==> config.mk <==
export PLATFORM = sky130hd
export DESIGN_NAME = frontend_top
export DESIGN_NICKNAME = d
export VERILOG_FILES = /design/src/design/frontend_pkg.sv /design/src/design/frontend_top.sv /design/src/design/inst_buffer.sv /design/src/design/predecode.sv /design/src/design/fetch_pc.sv
export SDC_FILE = /design/constraint.sdc
export NUM_CORES = 2
export LEC_CHECK = 0
export BUFFER_PORTS_ARGS = -buffer_cell sky130_fd_sc_hd__buf_2
export CAP_MARGIN = 20
export CORE_ASPECT_RATIO = 0.5
export CORE_UTILIZATION = 40
export DETAILED_ROUTE_END_ITERATION = 7
export HOLD_SLACK_MARGIN = 0.15
export PLACE_DENSITY = 0.59
export REMOVE_ABC_BUFFERS = 1
export SYNTH_ARGS = -nofsm -noshare
export SYNTH_HDL_FRONTEND = slang
export SYNTH_SLANG_ARGS = --single-unit
==> constraint.sdc <==
create_clock -name clk -period 5.67 [get_ports clk]
set_input_delay 1.134 -clock clk [delete_from_list [all_inputs] [get_ports clk]]
set_output_delay 1.134 -clock clk [all_outputs]
set_load 0.01 [all_outputs]
==> src/design/frontend_pkg.sv <==
package frontend_pkg;

    // Widths with a meaning of their own
    typedef logic [31:0] addr_t;
    typedef logic [31:0] inst_t;
    typedef logic [63:0] block_t;
    typedef logic [2:0]  buf_ptr_t;
    typedef logic [3:0]  buf_cnt_t;

    typedef enum logic [1:0] {
        EXC_NONE = 2'd0,
        EXC_ADEF = 2'd1
    } excp_t;

    typedef enum logic [1:0] {
        FETCH_IDLE    = 2'd0,
        FETCH_REQ     = 2'd1,
        FETCH_RELEASE = 2'd2,
        FETCH_HALT    = 2'd3
    } fetch_state_t;

    // Fetch start address after reset
    localparam addr_t RESET_PC = 32'h1c00_0000;

    // andi r0, r0, 0
    localparam inst_t NOP_INST = 32'h0340_0000;

    // Major opcode of unconditional B
    localparam logic [5:0] OPC_B = 6'b010100;

    localparam int BUF_DEPTH = 8;

    // One block in flight adds at most two entries
    localparam buf_cnt_t BUF_READY_LIMIT = 4'd6;

endpackage
==> src/design/frontend_top.sv <==
`timescale 1ns/1ps

module frontend_top import frontend_pkg::*; (
    input  logic       clk,
    input  logic       reset,

    input  logic       redirect_valid,
    input  addr_t      redirect_pc,

    output logic       imem_req,
    output addr_t      imem_addr,
    input  logic       imem_ack,
    input  block_t     imem_data,

    output logic       out1_valid,
    output logic       out2_valid,
    output addr_t      out1_pc,
    output addr_t      out2_pc,
    output addr_t      out1_pred_target,
    output addr_t      out2_pred_target,
    output inst_t      out1_inst,
    output inst_t      out2_inst,
    output logic       out1_pred_taken,
    output logic       out2_pred_taken,
    output excp_t      out1_excp,
    output excp_t      out2_excp,
    input  logic [1:0] consume
);

    logic       pred_redirect;
    addr_t      pred_target;
    logic       buf_ready;

    logic       blk_valid;
    addr_t      blk_pc;
    block_t     blk_data;
    excp_t      blk_excp;

    logic [1:0] in_size;
    addr_t      in_pc1;
    inst_t      in_inst1;
    logic       in_pred_taken1;
    addr_t      in_pred_target1;
    excp_t      in_excp1;
    addr_t      in_pc2;
    inst_t      in_inst2;
    logic       in_pred_taken2;
    addr_t      in_pred_target2;
    excp_t      in_excp2;

    fetch_pc u_fetch_pc (
        .clk            (clk),
        .reset          (reset),
        .redirect_valid (redirect_valid),
        .redirect_pc    (redirect_pc),
        .pred_redirect  (pred_redirect),
        .pred_target    (pred_target),
        .buf_ready      (buf_ready),
        .imem_req       (imem_req),
        .imem_addr      (imem_addr),
        .imem_ack       (imem_ack),
        .imem_data      (imem_data),
        .blk_valid      (blk_valid),
        .blk_pc         (blk_pc),
        .blk_data       (blk_data),
        .blk_excp       (blk_excp)
    );

    predecode u_predecode (
        .blk_valid       (blk_valid),
        .blk_pc          (blk_pc),
        .blk_data        (blk_data),
        .blk_excp        (blk_excp),
        .in_size         (in_size),
        .in_pc1          (in_pc1),
        .in_inst1        (in_inst1),
        .in_pred_taken1  (in_pred_taken1),
        .in_pred_target1 (in_pred_target1),
        .in_excp1        (in_excp1),
        .in_pc2          (in_pc2),
        .in_inst2        (in_inst2),
        .in_pred_taken2  (in_pred_taken2),
        .in_pred_target2 (in_pred_target2),
        .in_excp2        (in_excp2),
        .pred_redirect   (pred_redirect),
        .pred_target     (pred_target)
    );

    // Back-end redirect also empties the queue
    inst_buffer u_inst_buffer (
        .clk              (clk),
        .reset            (reset),
        .flush            (redirect_valid),
        .in_size          (in_size),
        .in_pc1           (in_pc1),
        .in_inst1         (in_inst1),
        .in_pred_taken1   (in_pred_taken1),
        .in_pred_target1  (in_pred_target1),
        .in_excp1         (in_excp1),
        .in_pc2           (in_pc2),
        .in_inst2         (in_inst2),
        .in_pred_taken2   (in_pred_taken2),
        .in_pred_target2  (in_pred_target2),
        .in_excp2         (in_excp2),
        .buf_ready        (buf_ready),
        .out1_valid       (out1_valid),
        .out1_pc          (out1_pc),
        .out1_inst        (out1_inst),
        .out1_pred_taken  (out1_pred_taken),
        .out1_pred_target (out1_pred_target),
        .out1_excp        (out1_excp),
        .out2_valid       (out2_valid),
        .out2_pc          (out2_pc),
        .out2_inst        (out2_inst),
        .out2_pred_taken  (out2_pred_taken),
        .out2_pred_target (out2_pred_target),
        .out2_excp        (out2_excp),
        .consume          (consume)
    );

endmodule

==> src/design/inst_buffer.sv <==
`timescale 1ns/1ps

module inst_buffer import frontend_pkg::*; (
    input  logic       clk,
    input  logic       reset,
    input  logic       flush,

    input  logic [1:0] in_size,
    input  addr_t      in_pc1,
    input  inst_t      in_inst1,
    input  logic       in_pred_taken1,
    input  addr_t      in_pred_target1,
    input  excp_t      in_excp1,
    input  addr_t      in_pc2,
    input  inst_t      in_inst2,
    input  logic       in_pred_taken2,
    input  addr_t      in_pred_target2,
    input  excp_t      in_excp2,

    output logic       buf_ready,

    output logic       out1_valid,
    output addr_t      out1_pc,
    output inst_t      out1_inst,
    output logic       out1_pred_taken,
    output addr_t      out1_pred_target,
    output excp_t      out1_excp,

    output logic       out2_valid,
    output addr_t      out2_pc,
    output inst_t      out2_inst,
    output logic       out2_pred_taken,
    output addr_t      out2_pred_target,
    output excp_t      out2_excp,

    input  logic [1:0] consume
);

    addr_t pc_q          [BUF_DEPTH];
    inst_t inst_q        [BUF_DEPTH];
    logic  pred_taken_q  [BUF_DEPTH];
    addr_t pred_target_q [BUF_DEPTH];
    excp_t excp_q        [BUF_DEPTH];

    buf_ptr_t head;
    buf_ptr_t tail;
    buf_ptr_t head_next;
    buf_ptr_t tail_next;
    buf_cnt_t count;

    // Pointers wrap at the queue depth
    assign head_next = head + 3'd1;
    assign tail_next = tail + 3'd1;

    assign buf_ready = count <= BUF_READY_LIMIT;

    always_ff @(posedge clk) begin
        if (reset || flush) begin
            head  <= 3'd0;
            tail  <= 3'd0;
            count <= 4'd0;
        end else begin
            tail  <= tail + {1'b0, in_size};
            head  <= head + {1'b0, consume};
            count <= count + {2'b00, in_size} - {2'b00, consume};
        end
    end

    always_ff @(posedge clk) begin
        if (in_size != 2'd0) begin
            pc_q[tail]          <= in_pc1;
            inst_q[tail]        <= in_inst1;
            pred_taken_q[tail]  <= in_pred_taken1;
            pred_target_q[tail] <= in_pred_target1;
            excp_q[tail]        <= in_excp1;
        end
        if (in_size == 2'd2) begin
            pc_q[tail_next]          <= in_pc2;
            inst_q[tail_next]        <= in_inst2;
            pred_taken_q[tail_next]  <= in_pred_taken2;
            pred_target_q[tail_next] <= in_pred_target2;
            excp_q[tail_next]        <= in_excp2;
        end
    end

    assign out1_valid       = count >= 4'd1;
    assign out1_pc          = pc_q[head];
    assign out1_inst        = inst_q[head];
    assign out1_pred_taken  = pred_taken_q[head];
    assign out1_pred_target = pred_target_q[head];
    assign out1_excp        = excp_q[head];

    assign out2_valid       = count >= 4'd2;
    assign out2_pc          = pc_q[head_next];
    assign out2_inst        = inst_q[head_next];
    assign out2_pred_taken  = pred_taken_q[head_next];
    assign out2_pred_target = pred_target_q[head_next];
    assign out2_excp        = excp_q[head_next];

endmodule

==> src/design/predecode.sv <==
`timescale 1ns/1ps

module predecode import frontend_pkg::*; (
    input  logic   blk_valid,
    input  addr_t  blk_pc,
    input  block_t blk_data,
    input  excp_t  blk_excp,

    output logic [1:0] in_size,

    output addr_t  in_pc1,
    output inst_t  in_inst1,
    output logic   in_pred_taken1,
    output addr_t  in_pred_target1,
    output excp_t  in_excp1,

    output addr_t  in_pc2,
    output inst_t  in_inst2,
    output logic   in_pred_taken2,
    output addr_t  in_pred_target2,
    output excp_t  in_excp2,

    output logic   pred_redirect,
    output addr_t  pred_target
);

    function automatic logic is_b(inst_t inst);
        return inst[31:26] == OPC_B;
    endfunction

    // offs26 is {inst[9:0], inst[25:10]}, a word offset
    function automatic addr_t b_target(addr_t pc, inst_t inst);
        logic [25:0] offs26;
        offs26 = {inst[9:0], inst[25:10]};
        return pc + {{4{offs26[25]}}, offs26, 2'b00};
    endfunction

    logic  has_excp;
    logic  word1_only;
    inst_t first_inst;
    logic  dual;

    assign has_excp   = blk_excp != EXC_NONE;
    assign word1_only = blk_pc[2];
    assign first_inst = word1_only ? blk_data[63:32] : blk_data[31:0];

    // Slot 1 is either word of the block
    assign in_pc1          = blk_pc;
    assign in_inst1        = has_excp ? NOP_INST : first_inst;
    assign in_pred_taken1  = !has_excp && is_b(first_inst);
    assign in_pred_target1 = b_target(blk_pc, first_inst);
    assign in_excp1        = blk_excp;

    // Slot 2 only exists for a word-0 fetch
    assign in_pc2          = blk_pc + 32'd4;
    assign in_inst2        = blk_data[63:32];
    assign in_pred_taken2  = is_b(blk_data[63:32]);
    assign in_pred_target2 = b_target(in_pc2, blk_data[63:32]);
    assign in_excp2        = EXC_NONE;

    // Word after a taken branch is dropped
    assign dual = !has_excp && !word1_only && !in_pred_taken1;

    always_comb begin
        if (!blk_valid) begin
            in_size = 2'd0;
        end else if (dual) begin
            in_size = 2'd2;
        end else begin
            in_size = 2'd1;
        end
    end

    assign pred_redirect = blk_valid && (in_pred_taken1 || (dual && in_pred_taken2));
    assign pred_target   = in_pred_taken1 ? in_pred_target1 : in_pred_target2;

endmodule

==> src/design/fetch_pc.sv <==
`timescale 1ns/1ps

module fetch_pc import frontend_pkg::*; (
    input  logic   clk,
    input  logic   reset,

    input  logic   redirect_valid,
    input  addr_t  redirect_pc,
    input  logic   pred_redirect,
    input  addr_t  pred_target,
    input  logic   buf_ready,

    output logic   imem_req,
    output addr_t  imem_addr,
    input  logic   imem_ack,
    input  block_t imem_data,

    output logic   blk_valid,
    output addr_t  blk_pc,
    output block_t blk_data,
    output excp_t  blk_excp
);

    fetch_state_t state;
    addr_t        pc;
    logic         stale;
    logic         misaligned;
    addr_t        next_block_pc;

    assign misaligned    = pc[1:0] != 2'b00;
    assign next_block_pc = {blk_pc[31:3] + 29'd1, 3'b000};

    // Address is held steady by blk_pc while the request is open
    assign imem_req  = state == FETCH_REQ;
    assign imem_addr = {blk_pc[31:3], 3'b000};

    always_ff @(posedge clk) begin
        if (reset) begin
            state     <= FETCH_IDLE;
            pc        <= RESET_PC;
            stale     <= 1'b0;
            blk_valid <= 1'b0;
        end else begin
            blk_valid <= 1'b0;
            case (state)
                FETCH_IDLE: begin
                    if (!redirect_valid && buf_ready) begin
                        if (misaligned) begin
                            // Single ADEF entry, then wait for a redirect
                            blk_valid <= 1'b1;
                            state     <= FETCH_HALT;
                        end else begin
                            state <= FETCH_REQ;
                        end
                    end
                end
                FETCH_REQ: begin
                    if (imem_ack) begin
                        state <= FETCH_RELEASE;
                        stale <= 1'b0;
                        if (!stale && !redirect_valid) begin
                            blk_valid <= 1'b1;
                            pc        <= next_block_pc;
                        end
                    end else if (redirect_valid) begin
                        stale <= 1'b1;
                    end
                end
                FETCH_RELEASE: begin
                    // Four-phase: ack must be low before the next request
                    if (!imem_ack) begin
                        state <= FETCH_IDLE;
                    end
                end
                FETCH_HALT: begin
                    if (redirect_valid) begin
                        state <= FETCH_IDLE;
                    end
                end
                default: begin
                    state <= FETCH_IDLE;
                end
            endcase

            // Back-end redirect beats the predicted target
            if (redirect_valid) begin
                pc <= redirect_pc;
            end else if (pred_redirect) begin
                pc <= pred_target;
            end
        end
    end

    always_ff @(posedge clk) begin
        if (state == FETCH_IDLE && buf_ready) begin
            blk_pc   <= pc;
            blk_excp <= misaligned ? EXC_ADEF : EXC_NONE;
        end
        if (state == FETCH_REQ && imem_ack) begin
            blk_data <= imem_data;
        end
    end

endmodule

==> run summary <==
delay-heaviest family, CP = simple AND/OR/NAND/NOR gates
outcome = finished clean
worst-path maximum fanout = 11
Top FF cell, synth = edfxtp_1
die width = 514 um
global route overflow = 0
top post-synthesis cells by area = edfxtp_1 (49%), mux4_2 (16%), mux2_2 (4.6%), nand2_1 (4.4%), o21ai_0 (4.3%)
Hold Vio Cnt, Final = 0
Crit path required time = 6180 ps
max-slew violation count = 0
io pins = 335
CP Capture Type = flop
Crit Reg-Reg Endpoint = u_inst_buffer.pred_target_q[4][30]
area leader, netlist = edfxtp_1
WL/cell = 28.4 um
post-route cell area = 0.0588 mm2
Synth Area per Inst = 12.5 um2
number of global-route vias before repair = 36518
DP Cell Count = 5929
CP startpoint kind = flop
Rel. slew slack = 24.5%
Crit Path Category = reg2reg
die area = 0.133 mm2
# resized after CTS = 0
crit path from = u_fetch_pc.blk_pc[3]
DP Wirelength = 110 mm
Clk Tree Root Cell = clkbuf_16
Crit Reg-Reg Startpoint = u_fetch_pc.blk_pc[3]
synthesis-stage register bit count = 911
num rows = 93
crit-path cells = ha_1 -> nand3_1 -> nor2_1 -> buf_4 -> nand4_1 -> nor4_2 -> buf_4 -> and2_1 -> xor2_1 -> ha_1 -> nand2_1 -> o211ai_1 -> a21o_1 -> a221oi_1 -> nor2b_1 -> nor4b_1 -> and4b_1 -> o21ai_0
Fillers = 11665
CP arrival = 5810 ps
Lkg Pwr = 0.0196 uW
PwrDens = 373 mW/mm2
synthesized cell area = 0.0524 mm2
core footprint = 0.129 mm2
H-tree levels = 3
sequential cell area fraction in the yosys report = 51.1%
final setup vio count = 0
ys async rst share = 0%
count leader, synth = edfxtp_1
Layout Cells excl Fill = 6105
first-pass GRT wire length = 249 mm
maxcap violations = 0
total negative slack = 0 ps
Routed WL = 174 mm
die height = 258 um
final worst path period need = 5290 ps
Final Cycle Share = 93.4%
Setup Skew = 21.7 ps
Max IR drop VDD = 0.257 mV
Yosys top cell area share = 49.1%
setup bufs post-CTS = 0
DR vias/cell = 6.09
CTS Buf Count = 92
area grow syn2layout = 12.1%
Synth Instances = 4211
Synth top cells by count = edfxtp_1 (857), nand2_1 (609), o21ai_0 (455), mux4_2 (384), clkbuf_1 (372)
Multi-input gate area = 0.0236 mm2
drt first pass iters = 7
Buf+Inv Stages, Crit Path = 2
Worst R2R Setup Slack = 380 ps
clk_lat worst skew = 690 ps
fmax = 189 MHz
post-synthesis cell type count = 78
Synth Warn # = 0
Hold WC Path Type = reg2reg
post-cts hold buffer count = 0
Crit path depth = 18
Initial Util = 40.5%
Iteration-0 DRC Markers = 4946
CP max stage delay = 470 ps
R2R depth = 18
RSZ-0062 raised after global routing = no
CTS clock-pin slew for the worst setup and hold paths = 60 ps
worst-margin pin slew = 1130 ps
Reg area = 0.0268 mm2
hold_ws = 424 ps
Setup crit end = u_inst_buffer.pred_target_q[4][30]
CTS sink cnt = 911
final net count = 4453
# DRC = 0
largest net degree at the start of global routing = 145
Detail Route Antenna Nets = 0
overall routing resource usage = 25.7%
initial antenna violation count = 7
TritonCTS clock tree = yes
CTS Buffer Depth = 3
Via Count = 37151
placed standard-cell area = 0.0559 mm2
critical path's slowest cell = edfxtp_1
I/O Buffers = 329
layout cell share with drive strength beyond 1 = 29.0%
routability cong. = 0.972
number of synthesized flops with an enable pin = 857
[cell type report]
cell class,count,area share [%]
tap,1757,3.74
sequential,911,45.6
clock inverter,42,0.560
clock buffer,126,4.29
timing repair buffer,465,5.33
multi-input combinational,2753,40.1
antenna,6,0.0255
inverter,45,0.287
[layer usage]
layer	GRT usage [%]	share of wire, %	wire length [um]	up-vias
met5	0	0	0	-
met4	8.36	3.1	5410	0
met3	4.32	9.2	16000	309
met2	40.8	47	80700	1951
met1	35.8	41	71400	19017
li1	-	-	-	15874
[power breakdown]
part	internal, uW	switching (uW)	total (uW)
Sequential	8340	323	8660
Combinational	2660	4620	7280
Clock	3260	2720	5980
Total	14300	7670	21900
[worst register-to-register path, delay by kind of cell (launching register included)]
| family | cells | cell delay, ps |
|---|---|---|
| flops | 1 | 470 |
| compound gates | 4 | 1000 |
| simple gates | 9 | 2200 |
| fa+ha+maj | 2 | 750 |
| xor+xnor | 1 | 230 |
| buf+inv | 2 | 460 |
[logic make-up (layout without fill, tap and decap cells)]
family	after synthesis	count (layout)	share of synthesized area (%)
AO/OA/AOI/OAI	770	770	8.42
multiplexers	663	663	22.3
XOR/XNOR	216	216	3.65
AND/OR/NAND/NOR	1016	1016	8.10
adder cells (fa/ha/maj)	83	83	2.07
buffers and inverters	551	678	4.29
other	1	11	0.00715
flip-flops	911	911	51.1
[cells in the final DEF, fill, tap and decap left out, types with 14 or more instances in the layout]
| cell type | Yosys | routed |
|---|---|---|
| a211oi_1 | 24 | 24 |
| a21o_1 | 23 | 23 |
| a21oi_1 | 146 | 146 |
| buf_12 | 0 | 37 |
| buf_2 | 30 | 329 |
| buf_4 | 38 | 99 |
| clkbuf_1 | 372 | 26 |
| clkbuf_16 | 0 | 93 |
| clkinv_2 | 0 | 14 |
| dfxtp_1 | 54 | 51 |
| edfxtp_1 | 857 | 857 |
| ha_1 | 77 | 76 |
| inv_1 | 44 | 44 |
| mux2_2 | 216 | 216 |
| mux2i_1 | 63 | 63 |
| mux4_2 | 384 | 384 |
| nand2_1 | 609 | 599 |
| nand2b_1 | 30 | 30 |
| nand3_1 | 52 | 48 |
| nand4_1 | 18 | 18 |
| nor2_1 | 197 | 192 |
| nor3_1 | 39 | 34 |
| o211ai_1 | 14 | 14 |
| o21ai_0 | 455 | 455 |
| xnor2_1 | 145 | 145 |
| xor2_1 | 68 | 67 |
[registers in the layout, indices dropped and copies added (netlist names), 3 cells and up]
name and flops:
u_inst_buffer.tail 3, u_inst_buffer.pc_q 240, u_inst_buffer.excp_q 8, u_inst_buffer.count 4, u_inst_buffer.inst_q 256, u_inst_buffer.head 3, u_inst_buffer.pred_target_q 256, u_fetch_pc.blk_pc 32
u_fetch_pc.blk_data 64, u_inst_buffer.pred_taken_q 8, u_fetch_pc.pc 32
[worst min-delay path by stage]
stage                            from                    end  cells past startpoint
CTS                 u_fetch_pc.pc[12]  u_fetch_pc.blk_pc[12]                      0
global placement     u_fetch_pc.pc[4]   u_fetch_pc.blk_pc[4]                      0
finish              u_fetch_pc.pc[12]  u_fetch_pc.blk_pc[12]                      0
global route        u_fetch_pc.pc[12]  u_fetch_pc.blk_pc[12]                      0
detailed placement   u_fetch_pc.pc[4]   u_fetch_pc.blk_pc[4]                      0
floorplan           u_fetch_pc.pc[14]  u_fetch_pc.blk_pc[14]                      0
[metrics by stage]
step	util (%)	total power (uW)	setup WS, ps
2_1_floorplan	-	13400	-13610
3_3_place_gp	43.2	15700	698
3_5_place_dp	43.2	15900	530
4_1_cts	45.4	21800	475
5_1_grt	45.4	22800	44.3
6_report	45.4	21900	376
Note: power is estimated with default switching activity, not from simulation.
